## config.mk

```make
export PLATFORM = sky130hd
export DESIGN_NAME = branch_predecode
export DESIGN_NICKNAME = d
export VERILOG_FILES = /design/src/design/fetch_pkg.sv /design/src/design/branch_predecode.sv
export VERILOG_INCLUDE_DIRS = /design/src /design/src/include
export SDC_FILE = /design/constraint.sdc
export NUM_CORES = 1
export LEC_CHECK = 0
export BUFFER_PORTS_ARGS = -buffer_cell sky130_fd_sc_hd__buf_2
export CAP_MARGIN = 20
export CORE_MARGIN = 2
export CORE_UTILIZATION = 46
export DETAILED_ROUTE_END_ITERATION = 12
export PLACE_DENSITY = 0.8
export SLEW_MARGIN = 25
export SYNTH_ARGS = -nofsm -noshare
export SYNTH_HDL_FRONTEND = slang
export SYNTH_SLANG_ARGS = --single-unit
export TNS_END_PERCENT = 10
```

## constraint.sdc

```tcl
create_clock -name vclk -period 5.5
set_clock_uncertainty 0.05 [all_clocks]
set_input_delay 1.1 -clock vclk [all_inputs]
set_output_delay 1.1 -clock vclk [all_outputs]
set_load 0.01 [all_outputs]
```

## src/include/fetch_params.svh

```systemverilog
`ifndef FETCH_PARAMS_SVH
`define FETCH_PARAMS_SVH

// datapath width: pc, csrs, memory words
`define XLEN 64

// one uncompressed instruction
`define INST_LEN 32

// pc register value out of reset
// the first fetched address is 8000_0000
`define RESET_PC (64'h8000_0000 - 64'd4)

// memory word address width, 256 x 64 bit
`define MEM_AW 8
`define MEM_DEPTH (1 << `MEM_AW)

// csr numbers on the write port
`define CSR_AW 12
`define CSR_MTVEC 12'h305
`define CSR_MEPC 12'h341

`endif
```

## src/design/fetch_pkg.sv

```systemverilog
`default_nettype none

`include "fetch_params.svh"

package fetch_pkg;

    // major opcodes the predecoder cares about
    typedef enum logic [6:0] {
        OP_BRANCH = 7'h63,
        OP_JAL    = 7'h6F
    } opcode_e;

    // one fetched word, seen as J-type and as B-type
    // opcode field sits at the same place in both views
    typedef union packed {
        struct packed {
            logic       imm20;
            logic [9:0] imm10_1;
            logic       imm11;
            logic [7:0] imm19_12;
            logic [4:0] rd;
            opcode_e    opcode;
        } j_view;
        struct packed {
            logic       imm12;
            logic [5:0] imm10_5;
            logic [4:0] rs2;
            logic [4:0] rs1;
            logic [2:0] funct3;
            logic [3:0] imm4_1;
            logic       imm11;
            opcode_e    opcode;
        } b_view;
    } instr_word_u;

    // upper or lower instruction of a 64-bit memory word
    function automatic logic [`INST_LEN-1:0] sel_half(input logic [`XLEN-1:0] word,
                                                      input logic hi);
        return hi ? word[`XLEN-1:`INST_LEN] : word[`INST_LEN-1:0];
    endfunction

    // direct mode only, low two bits read as zero
    function automatic logic [`XLEN-1:0] mtvec_direct(input logic [`XLEN-1:0] value);
        return {value[`XLEN-1:2], 2'b00};
    endfunction

endpackage

`default_nettype wire

```

## src/design/branch_predecode.sv

```systemverilog
`timescale 1ns/1ps
`default_nettype none

`include "fetch_params.svh"

module branch_predecode import fetch_pkg::*; (
    // registered instruction and its pc
    input  wire logic [`INST_LEN-1:0] instr_i,
    input  wire logic [`XLEN-1:0]     pc_i,
    input  wire logic                 instr_valid_i,

    // back to the next-pc mux, same cycle
    output logic                      redirect_o,
    output logic      [`XLEN-1:0]     target_o
);

    instr_word_u      iw;
    logic             is_jal;
    logic             is_branch;
    logic [`XLEN-1:0] j_imm;
    logic [`XLEN-1:0] b_imm;

    assign iw = instr_word_u'(instr_i);

    // opcode picks which view means something
    assign is_jal    = instr_valid_i && (iw.j_view.opcode == OP_JAL);
    assign is_branch = instr_valid_i && (iw.b_view.opcode == OP_BRANCH);

    // J immediate, bit 0 always zero
    assign j_imm = {{(`XLEN-21){iw.j_view.imm20}},
                    iw.j_view.imm20,
                    iw.j_view.imm19_12,
                    iw.j_view.imm11,
                    iw.j_view.imm10_1,
                    1'b0};

    // B immediate, same sign extension
    assign b_imm = {{(`XLEN-13){iw.b_view.imm12}},
                    iw.b_view.imm12,
                    iw.b_view.imm11,
                    iw.b_view.imm10_5,
                    iw.b_view.imm4_1,
                    1'b0};

    // jal always taken
    // branch taken only backwards, imm12 is the sign
    assign redirect_o = is_jal || (is_branch && iw.b_view.imm12);

    // target only matters when redirect_o is set
    assign target_o = pc_i + (is_jal ? j_imm : b_imm);

endmodule

`default_nettype wire

```

# Yosys cells after proc, flatten, opt, wreduce, memory -nomap -nowiden
# Cells that the tools add are included.
[totals] wordCells=8 reg_bits=0 input_bits=97
[op_classes] add_sub_neg=1 n_mux=1 eq_ne=2 reduce_logical=4
[op_table] operator="$add A64 B64 Y64" count=1
[op_table] operator="$mux W20" count=1
[op_table] operator="$eq A7 B7 Y1 const B" count=2
[op_table] operator="$logic_and A1 B1 Y1" count=3
[op_table] operator="$logic_or A1 B1 Y1" count=1

# Longest topological paths before layout
[logic_depth] depth_word=4 ltp_mapped=18

# Worst setup path before layout
# No wires, ideal clock.
[synth_path] path_type="input-to-output" startpoint="input instr_i[5]" endpoint="output target_o[59]" stages=18 path_slack_ns=-0.226 n_path_buf=2 t_arrival_ns=4.576 path_cell_list="nand4_1 nor3b_1 and3_1 clkbuf_1 clkbuf_1 mux2_2 ha_1 inv_1 fa_1 nand2b_1 a21oi_1 o21ai_2 a2111oi_4 o21ai_1 o211a_2 o2bb2ai_4 o31a_1 xnor2_1"
[synth_via] elab_chain_len=4
[synth_lines] item="start: declaration" line_no="branch_predecode.sv:8" text="input wire logic [`INST_LEN-1:0] instr_i,"
[synth_lines] item="$eq A7 B7 Y1" line_no="branch_predecode.sv:26" text="assign is_jal = instr_valid_i && (iw.j_view.opcode == OP_JAL);"
[synth_lines] item="$logic_and A1 B1 Y1" line_no="branch_predecode.sv:26"
[synth_lines] item="$mux W20" line_no="branch_predecode.sv:50" text="assign target_o = pc_i + (is_jal ? j_imm : b_imm);"
[synth_lines] item="$add A64 B64 Y64" line_no="branch_predecode.sv:50"
[synth_lines] item="end: declaration" line_no="branch_predecode.sv:14" text="output logic [`XLEN-1:0] target_o"
# No other way between the ends.

# Worst setup path after layout
[layout_path] startpoint="input instr_i[5]" endpoint="output target_o[60]"
# The elaborated chain is that of the path after synthesis.

==> results.json <==
{
  "outcome": "complete, no violations",
  "ys_warn_count": 0,
  "drtIter0Drc": 236,
  "place_inst": 857,
  "worstPathArrival_ps": 4340,
  "fin_ws_ps": 8.01,
  "syn2layout_area_growth_pct": 40.7,
  "wl_per_cell_um": 16.2,
  "core_um2": 8180,
  "path_common_cell": "o21ai_2",
  "setup_viol": 0,
  "ys_top_cells_by_count": "a21oi_1, ha_1, nand2_1, o21ai_0, xnor2_1",
  "die_w_um": 95.8,
  "fillers": 715,
  "seq_cell_count": 0,
  "yosysMostFrequentCell": "a21oi_1",
  "avgSynthCellArea_um2": 6.83,
  "cp_max_fo": 6,
  "vias": 5145,
  "slowest_stage": "mux2_2",
  "fin_crit_ps": 5490,
  "cts.hold.buffers_added": 0,
  "worstPathCellList": "buf_6 > nand4_1 > nor3b_2 > and3_4 > buf_8 > mux2_2 > ha_4 > a211oi_2 > o21ai_2 > o21ai_2 > a31oi_1 > buf_4 > a21oi_4 > o22ai_2 > a211o_1 > a41oi_2 > xnor2_1 > buf_2",
  "rows": 33,
  "critPathTopFamily": "compound AO/OA/AOI/OAI gates",
  "power_leakage_uw": 0.00266,
  "drive_above_1_share_pct": 36.1,
  "tightest_slew_ps": 692,
  "maxCapViolations": 0,
  "synth_area_leaders": "ha_1, a21oi_1, xnor2_1",
  "ios": 162,
  "syn_nets": 727,
  "seq_area_frac_synth_pct": 0,
  "antenna_found_initial": 0,
  "cp-start-kind": "primary input",
  "min_period_over_period_pct": 99.9,
  "whs_ps": 2150,
  "wirelength_um": 14000,
  "stdcell_count": 861,
  "seqCellArea_um2": 0,
  "grt_usage_pct": 28.2,
  "die_h_um": 95.8,
  "gp_congestion": 0.946,
  "initial_core_util_pct": 47.4,
  "p_per_area_nw_per_um2": 145,
  "grt_overflow": 0,
  "grt_first_pass_wirelength_um": 21600,
  "port_buffers": 160,
  "hpwl_um": 11400,
  "irDropWorstVdd_mv": 0.0801,
  "ys_types": 62,
  "rsz0062_at_grt": "yes",
  "syn_area_um2": 3870,
  "syn_inst": 567,
  "grt_max_degree": 27,
  "remaining_drc_errors": 0,
  "required_ps": 4350,
  "hold_class": "in -> out",
  "dp_slack_ps": -291,
  "critPathMaxStageDelay_ps": 370,
  "nClkBuffers": 0,
  "path_buf_inv": 4,
  "critPathCaptureType": "primary output",
  "grt_pass1_vias": 4812,
  "viasPerCell": 5.98,
  "dr.pass1.iters": 5,
  "relSlewSlack_pct": 52.7,
  "nNetsFinal": 918,
  "synth_top_area_share_pct": 20.0,
  "yosys.area.top_type": "ha_1",
  "path_class": "in -> out",
  "die-area_um2": 9170,
  "antenna_left": 0,
  "multi_input_area_um2": 3970,
  "max_freq_mhz": 182,
  "hold_viol_final": 0,
  "num_antenna_cells": 0,
  "drv_slew": 0
}
==> repair_timing <==
action | 4_1_cts | 5_1_grt
gates resized for setup | 25 | 35
setup buffers | 4 | 0
pin swaps | 18 | 20
endpoints found under the setup margin | 32 | 39
==> cells in the final DEF, fill, tap and decap left out, types with 3 or more instances in the layout <==
cell and count:
a211o_1 3, a211oi_2 4, a21o_1 32, a21oi_1 67, a21oi_2 3, a31oi_1 11
and2_1 3, and3_1 4, buf_2 156, buf_4 52, buf_6 6, ha_1 52
ha_4 10, inv_1 24, mux2_4 3, nand2_1 57, nand2b_1 6, nand3_1 14
nand4_1 16, nor2_1 33, nor2b_1 5, nor3_1 6, nor3_2 3, o2111ai_1 3
o21a_1 5, o21ai_0 34, o21ai_1 6, o21ai_2 6, o21bai_1 13, o31a_1 3
xnor2_1 33, xor2_1 24
==> per-layer routing <==
metal,track usage [%],up-vias,part of all wire (%)
li1,-,2503,-
met1,35.6,2364,41
met2,52.4,248,49
met3,2.35,30,7.6
met4,4.76,0,2.2
met5,0,-,0
==> final cells by class <==
cell class	count	share of cell area (%)
inverter	24	1.65
multi-input combinational	517	72.9
tap	105	2.41
timing repair buffer	215	23.0
==> where the power goes <==
group | internal [µW] | switching [µW]
Sequential | 0 | 0
Clock | 0 | 0
Combinational | 352 | 435
Total | 352 | 435
==> per-stage QoR <==
stage,power [µW],instance area [µm²],setup TNS (ps),util (%)
after floorplan,452,3890,0,-
after global placement,719,5090,-1070,62.3
after detailed placement,729,5090,-4110,62.3
after CTS,753,5270,-61.8,64.5
after global routing,855,5450,-2450,66.7
final,788,5450,0,66.7
==> kinds of logic after synthesis <==
group / count (synthesis) / share of synthesized area [%]
compound gates: 226 / 39.3
fa+ha+maj: 63 / 20.5
xor+xnor: 59 / 13.3
simple gates: 163 / 20.0
buf+inv: 50 / 5.10
mux: 6 / 1.71
==> final timing paths <==
| path | endpoint | start | slack, ps | cells past startpoint |
|---|---|---|---|---|
| setup / recovery | target_o[60] | instr_i[5] | 8 | 18 |
| hold / removal | target_o[0] | pc_i[0] | 2150 | 0 |
(Power assumes the default switching activity.)
