<file path="src/include/fetch_params.svh">
`ifndef FETCH_PARAMS_SVH
`define FETCH_PARAMS_SVH

// datapath width: pc, csrs, memory words
`define XLEN 64

// one uncompressed instruction
`define INST_LEN 32

// pc register value out of reset
// the first fetched address is 8000_0000
`define RESET_PC (64'h8000_0000 - 64'd4)

// memory word address width, 256 x 64 bit
`define MEM_AW 8
`define MEM_DEPTH (1 << `MEM_AW)

// csr numbers on the write port
`define CSR_AW 12
`define CSR_MTVEC 12'h305
`define CSR_MEPC 12'h341

`endif
</file>
<file path="src/design/fetch_pkg.sv">
`default_nettype none

`include "fetch_params.svh"

package fetch_pkg;

    // major opcodes the predecoder cares about
    typedef enum logic [6:0] {
        OP_BRANCH = 7'h63,
        OP_JAL    = 7'h6F
    } opcode_e;

    // one fetched word, seen as J-type and as B-type
    // opcode field sits at the same place in both views
    typedef union packed {
        struct packed {
            logic       imm20;
            logic [9:0] imm10_1;
            logic       imm11;
            logic [7:0] imm19_12;
            logic [4:0] rd;
            opcode_e    opcode;
        } j_view;
        struct packed {
            logic       imm12;
            logic [5:0] imm10_5;
            logic [4:0] rs2;
            logic [4:0] rs1;
            logic [2:0] funct3;
            logic [3:0] imm4_1;
            logic       imm11;
            opcode_e    opcode;
        } b_view;
    } instr_word_u;

    // upper or lower instruction of a 64-bit memory word
    function automatic logic [`INST_LEN-1:0] sel_half(input logic [`XLEN-1:0] word,
                                                      input logic hi);
        return hi ? word[`XLEN-1:`INST_LEN] : word[`INST_LEN-1:0];
    endfunction

    // direct mode only, low two bits read as zero
    function automatic logic [`XLEN-1:0] mtvec_direct(input logic [`XLEN-1:0] value);
        return {value[`XLEN-1:2], 2'b00};
    endfunction

endpackage

`default_nettype wire

</file>
<file path="src/design/fetch_stage.sv">
`timescale 1ns/1ps
`default_nettype none

`include "fetch_params.svh"

module fetch_stage import fetch_pkg::*; (
    input  wire logic                 clk,
    input  wire logic                 rst_n,
    input  wire logic                 stall_n_i,

    // predecode redirect
    input  wire logic                 redirect_i,
    input  wire logic [`XLEN-1:0]     redirect_target_i,

    // trap control, single-cycle pulses
    input  wire logic                 trap_enter_i,
    input  wire logic                 trap_return_i,
    input  wire logic [`XLEN-1:0]     mtvec_i,
    input  wire logic [`XLEN-1:0]     mepc_i,

    // memory word at pc_next
    input  wire logic [`XLEN-1:0]     mem_rdata_i,

    output logic      [`XLEN-1:0]     pc_next_o,
    output logic      [`XLEN-1:0]     pc_o,
    output logic      [`INST_LEN-1:0] instr_o,
    output logic                      instr_valid_o
);

    logic [`INST_LEN-1:0] instr_sel;

    // next pc, fixed priority
    // redirect, then trap entry, then trap return, then sequential
    always_comb begin
        if (redirect_i) begin
            pc_next_o = redirect_target_i;
        end else if (trap_enter_i) begin
            pc_next_o = mtvec_i;
        end else if (trap_return_i) begin
            pc_next_o = mepc_i;
        end else begin
            pc_next_o = pc_o + `XLEN'd4;
        end
    end

    // bit 2 of the fetch address picks the half
    assign instr_sel = sel_half(mem_rdata_i, pc_next_o[2]);

    // pc and instruction move together
    // a stall freezes both, valid too
    always_ff @(posedge clk or negedge rst_n) begin
        if (!rst_n) begin
            pc_o          <= `RESET_PC;
            instr_o       <= '0;
            instr_valid_o <= 1'b0;
        end else if (stall_n_i) begin
            pc_o          <= pc_next_o;
            instr_o       <= instr_sel;
            // memory read never fails, so valid sticks after the first fetch
            instr_valid_o <= 1'b1;
        end
    end

endmodule

`default_nettype wire

</file>
<file path="config.mk">
export PLATFORM = sky130hd
export DESIGN_NAME = fetch_stage
export DESIGN_NICKNAME = d
export VERILOG_FILES = /design/src/design/fetch_pkg.sv /design/src/design/fetch_stage.sv
export VERILOG_INCLUDE_DIRS = /design/src /design/src/include
export SDC_FILE = /design/constraint.sdc
export NUM_CORES = 1
export LEC_CHECK = 0
export ABC_AREA = 0
export BUFFER_PORTS_ARGS = -buffer_cell sky130_fd_sc_hd__buf_2
export CAP_MARGIN = 30
export CORE_AREA = 2 2 164 166
export CTS_CLUSTER_DIAMETER = 100
export DETAILED_ROUTE_END_ITERATION = 10
export DIE_AREA = 0 0 166 168
export SKIP_CTS_REPAIR_TIMING = 1
export SYNTH_ARGS = -nofsm -noshare
export SYNTH_HDL_FRONTEND = slang
export SYNTH_SLANG_ARGS = --single-unit
</file>
<file path="constraint.sdc">
create_clock -name clk -period 2.6 [get_ports clk]
set_input_delay 0.39 -clock clk [delete_from_list [all_inputs] [get_ports clk]]
set_output_delay 0.39 -clock clk [all_outputs]
set_load 0.01 [all_outputs]
</file>
== Word level (Yosys, flattened, before mapping) ==
Index checks and enable logic that the tools add are counted.

* Register bits: 97
* Latch bits: 0
* Bits in writable memories: 0
* Bits in read-only memories: 0
* Bits of input ports: 262
* Output and inout port bits: 161
* Word-level logic and storage cells: 8
* Memories: 0

* $add $sub $neg: 1
* $mul: 0
* Div/mod/pow operators: 0
* Magnitude comparators: 0
* Equality and inequality tests: 0
* Shift-type cells: 0
* Mux-type cells: 4
* Bitwise gates (word level): 0
* Reduce and logical (&&, ||, !) cells: 0

{| class="wikitable"
|+ Operator list
! kind !! count
|-
| 64-bit 2-to-1 mux || 3
|-
| 64-bit by 3-bit adder with 64-bit output, second input constant || 1
|-
| 32-bit 2-to-1 mux || 1
|}

== Logic depth before layout (Yosys ltp) ==
* Depth in word-level cells: 5
* Depth in mapped cells: 9
* Gate-level depth less buffers: 7

== Worst setup path before layout ==
Ideal clock, no wire load.

* Path type: register to output
* Start point: register pc_o[27]
* End point: output pc_next_o[57]
* Arrival time: 2270 ps
* Data required time: 2210 ps
* Setup slack: -60 ps
* Stages on the path, launching flop included: 8
* Buffers on the path: 1
* Cell sequence: dfstp_2 -> clkbuf_1 -> nand4_1 -> nor4_4 -> and3_1 -> nand4_1 -> or3_1 -> a31oi_1

* Word-level cells in the longest chain between the ends: 4

{| class="wikitable"
|+ RTL lines
! element !! RTL line !! source
|-
| from (decl) || fetch_stage.sv:25 || <nowiki>output logic [`XLEN-1:0] pc_o,</nowiki>
|-
| from (signal assigned) || fetch_stage.sv:53 || <nowiki>pc_o <= `RESET_PC;</nowiki>
|-
| from (signal assigned) || fetch_stage.sv:57 || <nowiki>pc_o <= pc_next_o;</nowiki>
|-
| 64-bit by 3-bit adder with 64-bit output || fetch_stage.sv:42 || <nowiki>pc_next_o = pc_o + `XLEN'd4;</nowiki>
|-
| 64-bit 2-to-1 mux || fetch_stage.sv:39 || <nowiki>end else if (trap_return_i) begin</nowiki>
|-
| 64-bit 2-to-1 mux || fetch_stage.sv:37 || <nowiki>end else if (trap_enter_i) begin</nowiki>
|-
| 64-bit 2-to-1 mux || fetch_stage.sv:35 || <nowiki>if (redirect_i) begin</nowiki>
|-
| to (decl) || fetch_stage.sv:24 || <nowiki>output logic [`XLEN-1:0] pc_next_o,</nowiki>
|}

Every way passes these cells.

== Worst setup path after layout ==
* Start point: register pc_o[2]
* End point: output pc_next_o[57]

Same word-level chain as after synthesis.

==> flow_summary_export.csv <==
group,metric,value,unit
die,die_h,168,µm
synthesis,synth.most_common_cell,"a21oi_1",
cts,cts.clk_slew.worst_paths,0.08,ns
drt,vias_per_cell,5.34,
sta,timing.fmax,328,MHz
sta,final.setup.tns,-13.88,ns
cts,clkSinkCount,97,
placed_design,dpl_worst_slack,-0.0737,ns
power_and_ir_drop,clock_power_share,26.5,%
placed_design,port_buffers,422,
sta,hold_viol,0,
power_and_ir_drop,power_frac_seq,32.3,%
drt,route.detailed.wl_per_inst,20.7,µm
die,design.core.area,26400,µm²
worst_setup_path,critical_path.top_delay_family,"simple AND/OR/NAND/NOR gates",
worst_setup_path,path_cells,"nand3_2, buf_6, nor3_4, and3_4, nand4_1, or3_1, a31oi_2, buf_2",
sta,grt_setup_unrepaired,"yes",
power_and_ir_drop,report.power.total,5.95,mW
synthesis,synthTopCellsByCount,"a21oi_1 (117), nor2_1 (96), nand2_1 (83), dfrtp_1 (68), o21ai_0 (62)",
power_and_ir_drop,sw_ratio,36.9,%
cells_and_area,finish.utilization,48.2,%
cells_and_area,areaGrowthSynthToFinish,62.5,%
power_and_ir_drop,power.net_switching,2.19,mW
die,placement_rows,60,
die,floorplan.die.width,166,µm
die,design.portCount,423,
cts,clock_insertion_delay_worst_skew,0.36,ns
die,floorplan.die_area,27900,µm²
synthesis,syn_avg_cell_area,8.05,µm²
sta,final.setup_skew,0.0159,ns
die,start_util,29.6,%
worst_setup_path,timing_worst_setup_path_type,"reg2out",
sta,worst_slew_margin_rel,59.7,%
synthesis,dominantRegCellSynth,"dfrtp_1",
worst_setup_path,cpPeakStageDelay,0.60,ns
synthesis,synth.cell_area,7810,µm²
sta,hold-worst-slack,0.00649,ns
cts,clk_path_buf_depth,2,
synthesis,synth-edff-count,0,
drt,drt_iter0_drc,710,
power_and_ir_drop,p_per_area,468,nW/µm²
power_and_ir_drop,power.static_leakage,5.95,nW
synthesis,yosys-top-cells-area,"dfrtp_1 (22%), dfstp_2 (9.8%), a21oi_1 (7.5%)",
placed_design,placed_cells_incl_taps,1801,
synthesis,synth-seq-cells,97,
cts,tritoncts_clock_tree,"yes",
global_routing,grt_remaining_overflow,0,
power_and_ir_drop,combinationalPowerShare,41.2,%
placed_design,hpwl,29.6,mm
worst_setup_path,critical_path.startpoint_type,"register",
placed_design,dpl-instance-area,11200,µm²
worst_setup_path,worst-endpoint-required,2.21,ns
global_routing,grt_pass1_vias,9350,
synthesis,synth_top_cell_area_share,21.8,%
synthesis,gate_count_post_synth,970,
worst_setup_path,cp_slowest_cell,"dfstp_2",
global_routing,gr-usage-all-layers,25.9,%
worst_setup_path,critPathBufInv,2,
cells_and_area,design_area,12700,µm²
worst_setup_path,worstPathMaxFanout,5,
global_routing,grt_start_max_net_pins,116,
synthesis,ys_async_sr_fraction,100,%
synthesis,yosys_warnings,0,
synthesis,yosys.cell_types.count,66,
sta,fin_ws,-0.452,ns
global_routing,wire_length_of_the_first_global_routing_pass,55.5,mm
hold_path,path_category_of_the_worst_min_delay_check,"in2async",
sta,timing_max_transition_violations_final,0,
cells_and_area,drive_gt1_share,52.9,%
drt,remaining_antenna_violation_count_after_routing,0,
worst_setup_path,cp_data_arrival_time,2.66,ns
drt,dr.pass1.iters,5,
drt,vias,9984,
cells_and_area,final_cells,1871,
cells_and_area,layout.nets,1784,
synthesis,synthesis.nets,1233,
sta,layout_worst_path_cycle_share,117,%
cells_and_area,nFillCells,2589,
synthesis,yosysSeqAreaShare,31.5,%
sta,final.min_clock_period,3.05,ns
cts,clock-root-buffer,"clkbuf_16",
global_routing,antenna_found_initial,6,
outcome,status,"finished, violations left",
worst_setup_path,endpoint_kind,"output port",
power_and_ir_drop,max-vdd-ir-drop,0.272,mV
cts,htree_levels,3,
outcome,violations_in_the_final_reports,"negative setup slack",
drt,drt_drc_violations_left,0,
drt,wl,38.8,mm
sta,finalSetupViolations,54,
sta,max_slew.worst_pin.slew,0.599,ns
cts,cts_buffer_count,9,
job,timing.max_cap.violations,0,
synthesis,synth_largest_area_cell,"dfrtp_1",
power_and_ir_drop,power_report.internal_total,3.75,mW
placed_design,gp_congestion,0.914,
## sequential cells by signal, indices dropped and copies added (netlist names)
name	cells
pc_o	64
instr_o	32
instr_valid_o	1
## layout make-up
cell class | count | area, µm² | area share (%)
inverter | 22 | 82.6 | 0.650
antenna | 4 | 10.0 | 0.0788
tap | 341 | 427 | 3.36
clock buffer | 10 | 239 | 1.88
multi-input combinational | 782 | 5610 | 44.2
clock inverter | 6 | 93.8 | 0.739
sequential | 97 | 2460 | 19.4
timing repair buffer | 609 | 3770 | 29.7
## power by group through the flow
stage	Sequential [mW]	Clock [mW]	Combinational, mW
2_1_floorplan	2.09	0	0.924
3_3_place_gp	1.93	0	2.21
3_5_place_dp	1.93	0	2.23
4_1_cts	1.91	1.61	2.23
5_1_grt	1.95	1.66	2.63
6_report	1.92	1.58	2.45
## kinds of logic (layout without fill, tap and decap cells)
family | after synthesis | after routing | share of synthesized area [%]
compound gates | 325 | 325 | 26.3
xor+xnor | 53 | 53 | 5.94
fa+ha+maj | 1 | 1 | 0.160
buf+inv | 91 | 647 | 4.53
flops | 97 | 97 | 31.5
mux | 69 | 69 | 9.34
other cells | 0 | 4 | 0
simple gates | 334 | 334 | 22.2
## path summary, 6_finish.rpt
kind / startpoint / to / slack, ns / depth (start not counted)
min in group clk: redirect_target_i[15] / pc_o[15]$_DFFE_PN1P_ / 0.29 / 3
max in group asynchronous: rst_n / pc_o[26]$_DFFE_PN1P_ / 1.78 / 2
worst min-delay path: rst_n / pc_o[0]$_DFFE_PN0P_ / 0.006 / 1
worst min register to register: instr_valid_o$_DFFE_PN0P_ / instr_valid_o$_DFFE_PN0P_ / 0.47 / 1
worst max register to register: pc_o[13]$_DFFE_PN1P_ / pc_o[33]$_DFFE_PN0P_ / 0.12 / 9
worst max-delay path: pc_o[2]$_DFFE_PN1P_ / pc_next_o[57] / -0.45 / 8
## per-layer routing
metal | part of all wire, % | routed length (µm) | GRT usage (%)
met5 | 0.075 | 29 | 0
met4 | 2.9 | 1120 | 9.26
met3 | 6.7 | 2580 | 4.72
met2 | 50 | 19200 | 45.1
met1 | 41 | 15800 | 32.0
## cells in the final DEF (no fill, tap or decap), drive strengths merged, types with 4 or more instances in the layout
cell     count
a21boi       5
a21o         4
a21oi      117
a221o       13
a221oi      10
a22o         7
a22oi        4
a2bb2oi     14
a31oi       12
and3        10
buf        609
clkbuf      10
dfrtp       68
dfstp       29
diode        4
inv         25
mux2        31
mux2i       38
nand2       83
nand2b      13
nand3       33
nand4       28
nor2        96
nor3        29
nor4        12
o21a         7
o21ai       65
o22ai       27
o31ai        5
or2          5
or3          6
or4          6
xnor2       35
xor2        18
No activity file was read; power rests on OpenSTA's default activity.
