==> config.mk <==
export PLATFORM = sky130hd
export DESIGN_NAME = trap_csr_regs
export DESIGN_NICKNAME = d
export VERILOG_FILES = /design/src/design/fetch_pkg.sv /design/src/design/trap_csr_regs.sv
export VERILOG_INCLUDE_DIRS = /design/src /design/src/include
export SDC_FILE = /design/constraint.sdc
export NUM_CORES = 1
export LEC_CHECK = 0
export BUFFER_PORTS_ARGS = -buffer_cell sky130_fd_sc_hd__buf_2
export CORE_MARGIN = 3
export CORE_UTILIZATION = 45
export CTS_CLUSTER_SIZE = 24
export DETAILED_ROUTE_END_ITERATION = 16
export HOLD_SLACK_MARGIN = 0.02
export PLACE_DENSITY = 0.85
export SYNTH_ARGS = -nofsm -noshare
export SYNTH_HDL_FRONTEND = slang
export SYNTH_SLANG_ARGS = --single-unit
==> constraint.sdc <==
create_clock -name clk -period 0.9 [get_ports clk]
set_input_delay 0.18 -clock clk [delete_from_list [all_inputs] [get_ports clk]]
set_output_delay 0.18 -clock clk [all_outputs]
set_load 0.01 [all_outputs]
==> src/include/fetch_params.svh <==
`ifndef FETCH_PARAMS_SVH
`define FETCH_PARAMS_SVH

// datapath width: pc, csrs, memory words
`define XLEN 64

// one uncompressed instruction
`define INST_LEN 32

// pc register value out of reset
// the first fetched address is 8000_0000
`define RESET_PC (64'h8000_0000 - 64'd4)

// memory word address width, 256 x 64 bit
`define MEM_AW 8
`define MEM_DEPTH (1 << `MEM_AW)

// csr numbers on the write port
`define CSR_AW 12
`define CSR_MTVEC 12'h305
`define CSR_MEPC 12'h341

`endif
==> src/design/fetch_pkg.sv <==
`default_nettype none

`include "fetch_params.svh"

package fetch_pkg;

    // major opcodes the predecoder cares about
    typedef enum logic [6:0] {
        OP_BRANCH = 7'h63,
        OP_JAL    = 7'h6F
    } opcode_e;

    // one fetched word, seen as J-type and as B-type
    // opcode field sits at the same place in both views
    typedef union packed {
        struct packed {
            logic       imm20;
            logic [9:0] imm10_1;
            logic       imm11;
            logic [7:0] imm19_12;
            logic [4:0] rd;
            opcode_e    opcode;
        } j_view;
        struct packed {
            logic       imm12;
            logic [5:0] imm10_5;
            logic [4:0] rs2;
            logic [4:0] rs1;
            logic [2:0] funct3;
            logic [3:0] imm4_1;
            logic       imm11;
            opcode_e    opcode;
        } b_view;
    } instr_word_u;

    // upper or lower instruction of a 64-bit memory word
    function automatic logic [`INST_LEN-1:0] sel_half(input logic [`XLEN-1:0] word,
                                                      input logic hi);
        return hi ? word[`XLEN-1:`INST_LEN] : word[`INST_LEN-1:0];
    endfunction

    // direct mode only, low two bits read as zero
    function automatic logic [`XLEN-1:0] mtvec_direct(input logic [`XLEN-1:0] value);
        return {value[`XLEN-1:2], 2'b00};
    endfunction

endpackage

`default_nettype wire

==> src/design/trap_csr_regs.sv <==
`timescale 1ns/1ps
`default_nettype none

`include "fetch_params.svh"

module trap_csr_regs import fetch_pkg::*; (
    input  wire logic               clk,
    input  wire logic               rst_n,

    // csr write strobe
    input  wire logic               csr_we_i,
    input  wire logic [`CSR_AW-1:0] csr_addr_i,
    input  wire logic [`XLEN-1:0]   csr_wdata_i,

    // trap entry, captures the current pc
    input  wire logic               trap_enter_i,
    input  wire logic [`XLEN-1:0]   pc_i,

    output logic      [`XLEN-1:0]   mtvec_o,
    output logic      [`XLEN-1:0]   mepc_o
);

    logic wr_mtvec;
    logic wr_mepc;

    // address match, other numbers ignored
    assign wr_mtvec = csr_we_i && (csr_addr_i == `CSR_MTVEC);
    assign wr_mepc  = csr_we_i && (csr_addr_i == `CSR_MEPC);

    always_ff @(posedge clk or negedge rst_n) begin
        if (!rst_n) begin
            mtvec_o <= '0;
            mepc_o  <= '0;
        end else begin
            if (wr_mtvec) begin
                mtvec_o <= mtvec_direct(csr_wdata_i);
            end
            // trap capture beats a software write
            // capture also happens during a stall
            if (trap_enter_i) begin
                mepc_o <= pc_i;
            end else if (wr_mepc) begin
                mepc_o <= csr_wdata_i;
            end
        end
    end

endmodule

`default_nettype wire

# After elaboration in Yosys (flattened, before gate mapping)
# Index checks and enable logic that the tools add are counted.
word_totals:
  regBits: 126
  input_bits: 144
classes:
  eq_ne: 2
  n_mux: 2
  reduce_logical: 3
op_table:
  columns: ["op", "count"]
  rows:
  - ["two-way mux 64 bit", 2]
  - ["== test 12 x 10 -> 1 bit (second input constant)", 2]
  - ["logical AND 1 bit", 2]
  - ["nonzero test 2 bit", 1]

# Depth between registers and ports, before layout
# Gate-level depths: netlist of the first run.
depth:
  ltp_word: 4
  ltp_mapped: 5

# Worst setup path after synthesis of the first run
# OpenSTA, ideal clock, no wires.
synth_timing:
  path_kind: "input -> register"
  start: "input port csr_addr_i[5]"
  end: "register mepc_o[10]"
  setup_time_ns: 0.126
  arrival_ns: 1.317
  required_time_ns: 0.774
  slack_ns: -0.543
  path_stages: 4
  path_cell_list: "nor4b_4 a41oi_4 buf_6 a221o_1"
synth_via:
  elab_chain_len: 3
synth_lines:
  columns: ["item", "line", "text"]
  rows:
  - ["start, declared", "trap_csr_regs.sv:12", "input wire logic [`CSR_AW-1:0] csr_addr_i,"]
  - ["== test 12 x 10 -> 1 bit (no source line)", null, null]
  - ["logical AND 1 bit", "trap_csr_regs.sv:28", "assign wr_mepc = csr_we_i && (csr_addr_i == `CSR_MEPC);"]
  - ["nonzero test 2 bit (no source line)", null, null]
  - ["end signal, assigned", "trap_csr_regs.sv:41", "mepc_o <= pc_i;"]
  - ["end signal, assigned", "trap_csr_regs.sv:43", "mepc_o <= csr_wdata_i;"]
  - ["end, declared", "trap_csr_regs.sv:20", "output logic [`XLEN-1:0] mepc_o"]
# No other way between the ends.
# A chain may end at the register's enable or synchronous reset.

# Worst setup path in the final report of the first run
layout_timing:
  start: "input port csr_addr_i[7]"
  end: "register mtvec_o[13]"
layout_via:
  elab_chain_len: 2
layout_lines:
  columns: ["item", "line", "text"]
  rows:
  - ["== test 12 x 10 -> 1 bit (no source line)", null, null]
  - ["logical AND 1 bit", "trap_csr_regs.sv:27", "assign wr_mtvec = csr_we_i && (csr_addr_i == `CSR_MTVEC);"]
  - ["end signal, assigned", "trap_csr_regs.sv:36", "mtvec_o <= mtvec_direct(csr_wdata_i);"]
  - ["end, declared", "trap_csr_regs.sv:19", "output logic [`XLEN-1:0] mtvec_o,"]
# No other way between the ends.

==> impl_results.md, run 1 <==
- Startpoint Class: primary input
- Post-route ant nets: 0
- Drt pass-1 iters: 5
- Mapped Avg Cell Area: 14.69 um^2
- Status: complete, but fails checks
- Failing checks: negative setup slack
- First DRT Iteration DRCs: 473
- Crit Path Max Fanout: 6
- Share of cells above drive strength 1: 0.6018
- Clock latency on the worst-skew pair: 0.42 ns
- IO Pins: 272
- Remaining Overflow, GRT: 0
- First-pass GRT wire length: 28.75 mm
- Synth top cells by count: dfrtp_1 (126), a221o_1 (62), and2_1 (62)
- Drt drc: 0
- FF+latch area: 0.003153 mm^2
- Worst hold path type: primary input to register
- Most frequent cell after synthesis: dfrtp_1
- Final Critical Period: 1.329 ns
- Critical path's top delay family: buffers and inverters
- Clock Sinks: 126
- Largest net degree at the start of global routing: 53
- Finished Layout Cells: 933
- Starting Density: 0.4728
- Maximum VDD drop: 1.596 mV
- Nets: 922
- Share of the synthesized area in the top cell type: 0.5994
- TritonCTS Buffers: 17
- Final worst slack: -0.4292 ns
- PortBufs: 269
- Fmax: 752.3 MHz
- Final setup fails: 252
- Reg clk slew, reported paths: 0.06 ns
- Leakage power: 4.886 nW
- Vias after detailed routing: 5246
- Initial antenna violation count: 2
- Max_cap viols: 0
- Placed cell count: 756
- Die Width: 114.1 um
- Required time worst endpoint: 1.20 ns
- Fillers: 573
- Critical Path Max Stage Delay: 0.33 ns
- Final Cycle Share: 1.477
- RSZ-0062 raised after global routing: true
- PD cells: 1734 mW/mm^2
- CTS tree: yes
- P&R area growth vs syn: 72.19%
- Number of synthesized flops with an enable pin: 0
- Slowest CP cell: nor4b_4
- Final hold slack: 0.03155 ns
- Synth Flop Type: dfrtp_1
- Routed WL: 21.78 mm
- Vias per cell: 5.623
- Critical path cell sequence: buf_2 -> nor4b_4 -> buf_4 -> nand4_4 -> buf_12 -> clkbuf_16 -> mux2_2
- Synth unique cells: 21
- Final Hold Viols: 0
- Placed wire-length estimate: 10.99 mm
- Synth area leaders: dfrtp_1 (60%), mux2_2 (12%), a221o_1 (12%)
- Vias in the first global route: 5406
- YS warnings: 0
- Die H: 114.1 um
- Mapped Cells: 358
- Clock Tree Root: clkbuf_16
- Final Slew Violations: 0
- WL/cell: 23.34 um
- # rows: 38
- Max Clock Skew: 0 ns
- CP Buf/Inv Count: 4
- CP Class: primary input to register
- GP Congestion: 0.8177
- Clock Tree Buf Depth: 2
- Worst setup EP type: register
- Sequential area share after synthesis: 0.5994
- Gr usage total: 0.2925
- H-tree levels: 4
- Die Area: 0.01302 mm^2
- Synthesized cell area: 0.005260 mm^2
- Area leader, netlist: dfrtp_1
- Ys async rst share: 1.000
- #FFs+latches synth: 126
- Critical Path AT: 1.63 ns
- Area of the multi-input gates: 0.001901 mm^2
- Core Box Area: 0.01113 mm^2
[cells in the final DEF, fill, tap and decap left out, types with 2 or more instances in the layout]
master and count:
dfrtp_1 126, a221o_1 62, dlygate4sd3_1 52, buf_4 90
clkinvlp_4 3, mux2_2 56, buf_6 39, and2_1 62
bufinv_16 4, nor2b_1 4, clkinv_4 4, a221oi_1 2
diode_2 2, buf_2 228, clkinv_2 3, inv_1 4
buf_16 4, conb_1 2, clkbuf_16 19, buf_8 4
mux2_4 6, buf_12 9
[repair_timing]
| item | 4_1_cts | 5_1_grt |
|---|---|---|
| hold endpoints to repair | 215 | 1 |
| hold buffers | 51 | 1 |
| resized for setup | 27 | 29 |
| gates cloned | 4 | 3 |
| setup buffers | 51 | 35 |
| pin swaps | 0 | 2 |
| endpoints found under the setup margin | 252 | 252 |
[per-layer routing]
metal  GRT usage  wire, um
met5           0         0
met4      0.1504      1186
met2      0.5394     11350
met3     0.07928      1794
met1      0.3013      7449
[worst paths after layout]
| kind | slack (ns) | cells after the start | end | startpoint |
|---|---|---|---|---|
| worst max-delay path | -0.43 | 7 | mtvec_o[13]$_DFFE_PN0P_ | csr_addr_i[7] |
| worst min-delay path | 0.03 | 2 | mtvec_o[11]$_DFFE_PN0P_ | csr_wdata_i[11] |
| worst max register to register | -0.25 | 3 | mepc_o[30]$_DFFE_PN0P_ | mepc_o[30]$_DFFE_PN0P_ |
| worst min register to register | 0.50 | 1 | mtvec_o[36]$_DFFE_PN0P_ | mtvec_o[36]$_DFFE_PN0P_ |
| max in group asynchronous | 0.15 | 3 | mepc_o[12]$_DFFE_PN0P_ | rst_n |
| min in group asynchronous | 0.19 | 2 | mepc_o[52]$_DFFE_PN0P_ | rst_n |
[report_power, final]
group | leakage [nW] | internal, mW | switching (mW)
Clock | 0.302 | 4.70 | 2.68
Sequential | 1.64 | 5.94 | 0.191
Combinational | 2.94 | 1.23 | 0.963
[logic make-up (layout without fill, tap and decap cells)]
family,Yosys count,after routing,share of synthesized area
buffers and inverters,32,464,0.04377
and+or+nand+nor,72,72,0.09610
DFF,126,126,0.5994
other,1,4,0.0007129
muxes,62,62,0.1334
AOI/OAI and AO/OA,65,65,0.1265
[cell type report]
cell class / count / share of cell area
timing repair buffer: 428 / 0.3507
sequential: 126 / 0.3481
multi-input combinational: 201 / 0.2098
clock buffer: 18 / 0.04849
clock inverter: 14 / 0.02127
tap: 140 / 0.01934
inverter: 4 / 0.001658
antenna: 2 / 0.0005526
[metrics by stage]
stage	instance area [um^2]	power, mW	TNS [ns]	setup WS [ns]	utilization
after floorplan	5293	6.766	-63.00	-0.5277	-
after global placement	6822	7.615	-77.74	-0.6668	0.6131
after detailed placement	6822	7.679	-81.04	-0.7063	0.6131
after CTS	8583	15.35	-56.60	-0.2683	0.7715
after global routing	9057	16.14	-82.13	-0.4491	0.8141
final	9057	15.71	-76.66	-0.4292	0.8141
[registers in the layout (all words and copies together), names as in the netlist]
| name | flops |
|---|---|
| mepc_o | 64 |
| mtvec_o | 62 |
Note: power is estimated with default switching activity, not from simulation.
==> run 2: changes to the inputs <==
Settings changed: BUFFER_PORTS_ARGS -buffer_cell sky130_fd_sc_hd__buf_2 to -buffer_cell sky130_fd_sc_hd__buf_4, HOLD_SLACK_MARGIN 0.02 to 0.06.
==> run 2 against run 1 <==
Effect of this change:
- the run still ends with negative setup slack left
- hold slack better by 0.043 ns
- flip-flop and latch count is the same
- critical path depth is 1 lower
- non-clock buffer count increased by 9
- cell count rose by 0.86%
- sequential share of layout area is 2.8 points lower
- largest power group unchanged
- highest routed layer unchanged
==> impl_results.md, run 2 (synthesis results as in run 1) <==
- Status: complete, but fails checks
- Failing checks: negative setup slack
- Most common cell after layout, fill and taps aside: buf_4
- Fillers: 450
- Reg clk slew, reported paths: 0.05 ns
- Final Hold Viols: 0
- Drt pass-1 iters: 5
- Clock Tree Buf Depth: 2
- First DRT Iteration DRCs: 545
- Post-route ant nets: 0
- Die Area: 0.01302 mm^2
- Vias per cell: 5.621
- Final Critical Period: 1.238 ns
- Worst hold path type: primary input to register
- Post-Layout Inst Area: 0.009838 mm^2
- Required time worst endpoint: 1.17 ns
- Switch share: 0.2437
- First-pass GRT wire length: 31.93 mm
- Critical Path AT: 1.51 ns
- R2R Setup Slk: -0.24 ns
- CP Buf/Inv Count: 3
- Drt drc: 0
- Final setup fails: 252
- Max Clock Skew: 0 ns
- Final Slew Violations: 0
- Critical path's top delay family: buffers and inverters
- Final worst slack: -0.3385 ns
- Clk pwr share: 0.422
- Fmax: 807.4 MHz
- Largest Register: mepc_o
- Vias in the first global route: 5650
- GP Congestion: 0.8058
- Routed WL: 23.15 mm
- Maximum VDD drop: 1.137 mV
- Clock Tree Root: clkbuf_16
- IO Pins: 272
- P&R area growth vs syn: 87.04%
- Worst setup EP type: register
- Placed wire-length estimate: 11.54 mm
- WL/cell: 24.60 um
- Finished Layout Cells: 941
- Gr usage total: 0.3243
- Remaining Overflow, GRT: 0
- Startpoint Class: primary input
- Share of cells above drive strength 1: 0.5875
- Overall Power: 15.37 mW
- PortBufs: 269
- Leakage power: 5.071 nW
- Internal: 11.62 mW
- Final design utilization: 0.8843
- Post-DP Area: 0.007465 mm^2
- Die H: 114.1 um
- NetSw: 3.745 mW
- TritonCTS Buffers: 17
- # rows: 38
- Most frequent cells in the layout: buf_4 (235), buf_6 (127), dfrtp_1 (126)
- Clock latency on the worst-skew pair: 0.41 ns
- CTS tree: yes
- Core Box Area: 0.01113 mm^2
- Clock Sinks: 126
- Setup_tns: -59.67 ns
- Max_cap viols: 0
- Critical path cell sequence: buf_8 -> nor4b_4 -> buf_4 -> a41oi_4 -> buf_12 -> a221o_1
- Crit Path Max Fanout: 36
- Combinational share of power: 0.176
- Max reg flops: 64
- CP Class: primary input to register
- Largest net degree at the start of global routing: 62
- Vias after detailed routing: 5289
- Final Cycle Share: 1.376
- Placed cell count: 754
- Nets: 931
- RSZ-0062 raised after global routing: true
- Top Registers: mepc_o (64), mtvec_o (62)
- H-tree levels: 4
- Sequential Power Share: 0.402
- Slowest CP cell: a221o_1
- PD cells: 1562 mW/mm^2
- Critical Path Max Stage Delay: 0.35 ns
- Starting Density: 0.4728
- Initial antenna violation count: 1
- Die Width: 114.1 um
-- run 2: cell types whose count changed in the layout (fill, tap and decap cells not counted), moves of 4 or more --
cell,change
bufinv_16,-4
buf_2,-228
buf_16,-4
buf_6,+88
buf_4,+145
dlygate4sd3_1,+14
clkbuf_8,+6
clkinv_4,-4
-- run 2: power by group through the flow --
stage	logic, mW	registers (mW)	clock network [mW]
after floorplan	0.463	6.30	0
after global placement	1.74	6.20	0
after detailed placement	1.80	6.20	0
after CTS	2.43	6.15	6.40
after global routing	2.84	6.20	6.84
final	2.71	6.18	6.48
-- run 2: layout make-up --
class,count,area (um^2),area share
Clock buffer,26,529.3,0.05380
Multi-Input combinational cell,201,1903,0.1934
Antenna cell,1,2.502,0.0002544
Timing Repair Buffer,437,4030,0.4096
Sequential cell,126,3153,0.3205
Tap cell,140,175.2,0.01780
Clock inverter,6,30.03,0.003052
Inverter,4,15.01,0.001526
-- run 2: timing repair --
| action | in CTS | in global routing |
|---|---|---|
| hold endpoints to repair | 252 | 0 |
| setup endpoints to repair | 252 | 252 |
| resized for setup | 128 | 2 |
| hold buffers | 66 | 0 |
| setup buffers | 52 | 36 |
-- run 2: tightest hold or removal path, stage by stage --
cell	delay (ns)
buf_4	0.07
and2_1	0.11
a221o_1	0.09
-- run 2: path summary, 6_finish.rpt --
path | startpoint | to | cells after the start
min reg2reg | mtvec_o[63]$_DFFE_PN0P_ | mtvec_o[63]$_DFFE_PN0P_ | 1
max | csr_addr_i[5] | mepc_o[13]$_DFFE_PN0P_ | 6
max reg2reg | mepc_o[23]$_DFFE_PN0P_ | mepc_o[23]$_DFFE_PN0P_ | 3
max in group asynchronous | rst_n | mepc_o[4]$_DFFE_PN0P_ | 3
min in group asynchronous | rst_n | mtvec_o[51]$_DFFE_PN0P_ | 3
min | pc_i[58] | mepc_o[58]$_DFFE_PN0P_ | 3
-- run 2: per-stage QoR --
stage	setup slack (ns)	hold WS [ns]
4_1_cts	-0.2608	0.06043
3_5_place_dp	-0.6983	0.1863
2_1_floorplan	-0.5277	-0.1156
5_1_grt	-0.3376	0.08158
6_report	-0.3385	0.07499
3_3_place_gp	-0.6612	0.1796
-- run 2: metal layers --
layer | track usage | vias up | wire length, um | share of wire
met3 | 0.09567 | 86 | 2147 | 0.093
met4 | 0.1607 | 0 | 1108 | 0.048
li1 | - | 2197 | - | -
met2 | 0.5675 | 380 | 12130 | 0.52
met5 | 0 | - | 0 | 0
met1 | 0.3589 | 2626 | 7762 | 0.34
==> run 3: changes to the inputs <==
Settings changed: CORE_UTILIZATION 45 to 30, PLACE_DENSITY 0.85 to 0.62.
Clock period 0.9 ns to 1.4 ns, I/O delays scaled along.
==> run 3 against run 2 <==
Effect of this change:
- the run now ends clean
- flip-flop and latch count stayed put
- first-iteration DRC count is 61% lower
- via count is 21% lower
- cell count is 8.2% lower
- highest routed layer unchanged
==> impl_results.md, run 3 (synthesis results as in run 1) <==
- Post-route ant nets: 0
- Final Critical Period: 1.266 ns
- Starting Density: 0.3117
- Final Hold Viols: 0
- Vias after detailed routing: 4177
- Final Cycle Share: 0.9043
- CP Class: primary input to register
- NetSw: 2.093 mW
- Vias per cell: 4.834
- Startpoint Class: primary input
- Sequential Power Share: 0.419
- Status: finished clean
- Clock Tree Buf Depth: 2
- Initial antenna violation count: 0
- Largest net degree at the start of global routing: 47
- RSZ-0062 raised after global routing: false
- Share of cells above drive strength 1: 0.5839
- Drt pass-1 iters: 4
- Setup repair bufs after CTS: 0
- PortBufs: 269
- Die Area: 0.01916 mm^2
- IO Pins: 272
- WL/cell: 18.62 um
- Top Registers: mepc_o (64), mtvec_o (62)
- CTS tree: yes
- Die Width: 138.4 um
- Clk pwr share: 0.459
- Internal: 7.282 mW
- Most frequent cells in the layout: buf_4 (273), dfrtp_1 (126), and2_1 (62), a221o_1 (62), mux2_2 (57)
- Switch share: 0.2232
- Final setup fails: 0
- Clock Tree Root: clkbuf_16
- Remaining Overflow, GRT: 0
- Nets: 776
- Final design utilization: 0.4822
- Crit Path Max Fanout: 34
- Max_cap viols: 0
- Clock latency on the worst-skew pair: 0.40 ns
- Most common cell after layout, fill and taps aside: buf_4
- Maximum VDD drop: 0.7545 mV
- First DRT Iteration DRCs: 215
- Worst setup EP type: register
- P&R area growth vs syn: 54.71%
- TritonCTS Buffers: 17
- Placed wire-length estimate: 12.06 mm
- Combinational share of power: 0.122
- Routed WL: 16.09 mm
- Final Slew Violations: 0
- Core Box Area: 0.01688 mm^2
- Finished Layout Cells: 864
- Die H: 138.4 um
- Required time worst endpoint: 1.68 ns
- Clock Sinks: 126
- Placed cell count: 832
- Gr usage total: 0.1684
- PD cells: 1152 mW/mm^2
- Reg clk slew, reported paths: 0.05 ns
- Max Clock Skew: 0 ns
- Critical Path AT: 1.54 ns
- Drt drc: 0
- H-tree levels: 4
- Vias in the first global route: 4533
- # rows: 47
- Fmax: 789.8 MHz
- Leakage power: 4.214 nW
- Number of diodes: 0
- Max reg flops: 64
- Worst hold path type: primary input to register
- GP Congestion: 0.8313
- Largest Register: mepc_o
- First-pass GRT wire length: 25.78 mm
## run 3: changes by cell type in the layout (fill, tap and decap cells not counted)
cell,change
diode_2,-1
a221oi_1,+1
clkbuf_8,-3
buf_4,+38
clkinv_2,-3
clkinvlp_4,+1
bufinv_16,+2
a221oi_2,-1
dlygate4sd3_1,-65
buf_6,-127
buf_8,-1
clkbuf_1,+2
## run 3: worst max-delay path: stages
cell and delay (ns):
buf_4 0.12, and4bb_2 0.40, a41oi_4 0.19, buf_12 0.21, a221o_1 0.31
## run 3: worst paths after layout
kind	to	start	slack [ns]	cells past startpoint
max in group asynchronous	mepc_o[6]$_DFFE_PN0P_	rst_n	0.51	3
setup reg to reg	mepc_o[20]$_DFFE_PN0P_	mepc_o[20]$_DFFE_PN0P_	0.54	1
min in group asynchronous	mepc_o[10]$_DFFE_PN0P_	rst_n	0.32	2
setup / recovery	mepc_o[2]$_DFFE_PN0P_	csr_addr_i[11]	0.13	5
hold / removal	mepc_o[45]$_DFFE_PN0P_	csr_wdata_i[45]	0.11	2
hold reg to reg	mtvec_o[7]$_DFFE_PN0P_	mtvec_o[7]$_DFFE_PN0P_	0.50	1
## run 3: layout make-up
class / count / area, um^2
Inverter: 4 / 15.01
Sequential cell: 126 / 3153
Tap cell: 220 / 275.3
Multi-Input combinational cell: 201 / 1897
Timing Repair Buffer: 282 / 2220
Fill cell: 1522 / 8740
Clock inverter: 6 / 82.58
Clock buffer: 25 / 495.5
## run 3: power by group through the flow
stage	sequential (mW)	combinational [mW]	clock [mW]
after floorplan	4.05	0.298	0
after global routing	3.95	1.24	4.61
after CTS	3.93	1.16	4.43
final	3.93	1.14	4.30
after global placement	3.99	1.13	0
after detailed placement	3.99	1.16	0
## run 3: what timing repair did
action | 4_1_cts | 5_1_grt
hold buffers | 1 | 0
resized for setup | 0 | 0
endpoints found under the hold margin | 17 | 0
## run 3: layer usage
metal | GRT usage | vias up | wire [um] | part of all wire
met4 | 0.06292 | 0 | 380 | 0.024
met1 | 0.2068 | 2045 | 6581 | 0.41
met3 | 0.06595 | 27 | 1416 | 0.088
met5 | 0 | - | 0 | 0
li1 | - | 1888 | - | -
met2 | 0.2695 | 217 | 7710 | 0.48
## run 3: metrics by stage
stage                     worst slack (ns)  hold slack, ns  cell area (um^2)  power [mW]  TNS [ns]
after detailed placement           -0.2599          0.1852              7550       5.144    -28.50
after floorplan                    -0.1282        -0.01559              5293       4.350    -12.70
after global placement             -0.2359          0.1834              7550       5.126    -26.77
final                               0.1339          0.1147              8138       9.375         0
after global routing                0.1155         0.09072              8138       9.792         0
after CTS                           0.1397         0.09010              8138       9.521         0
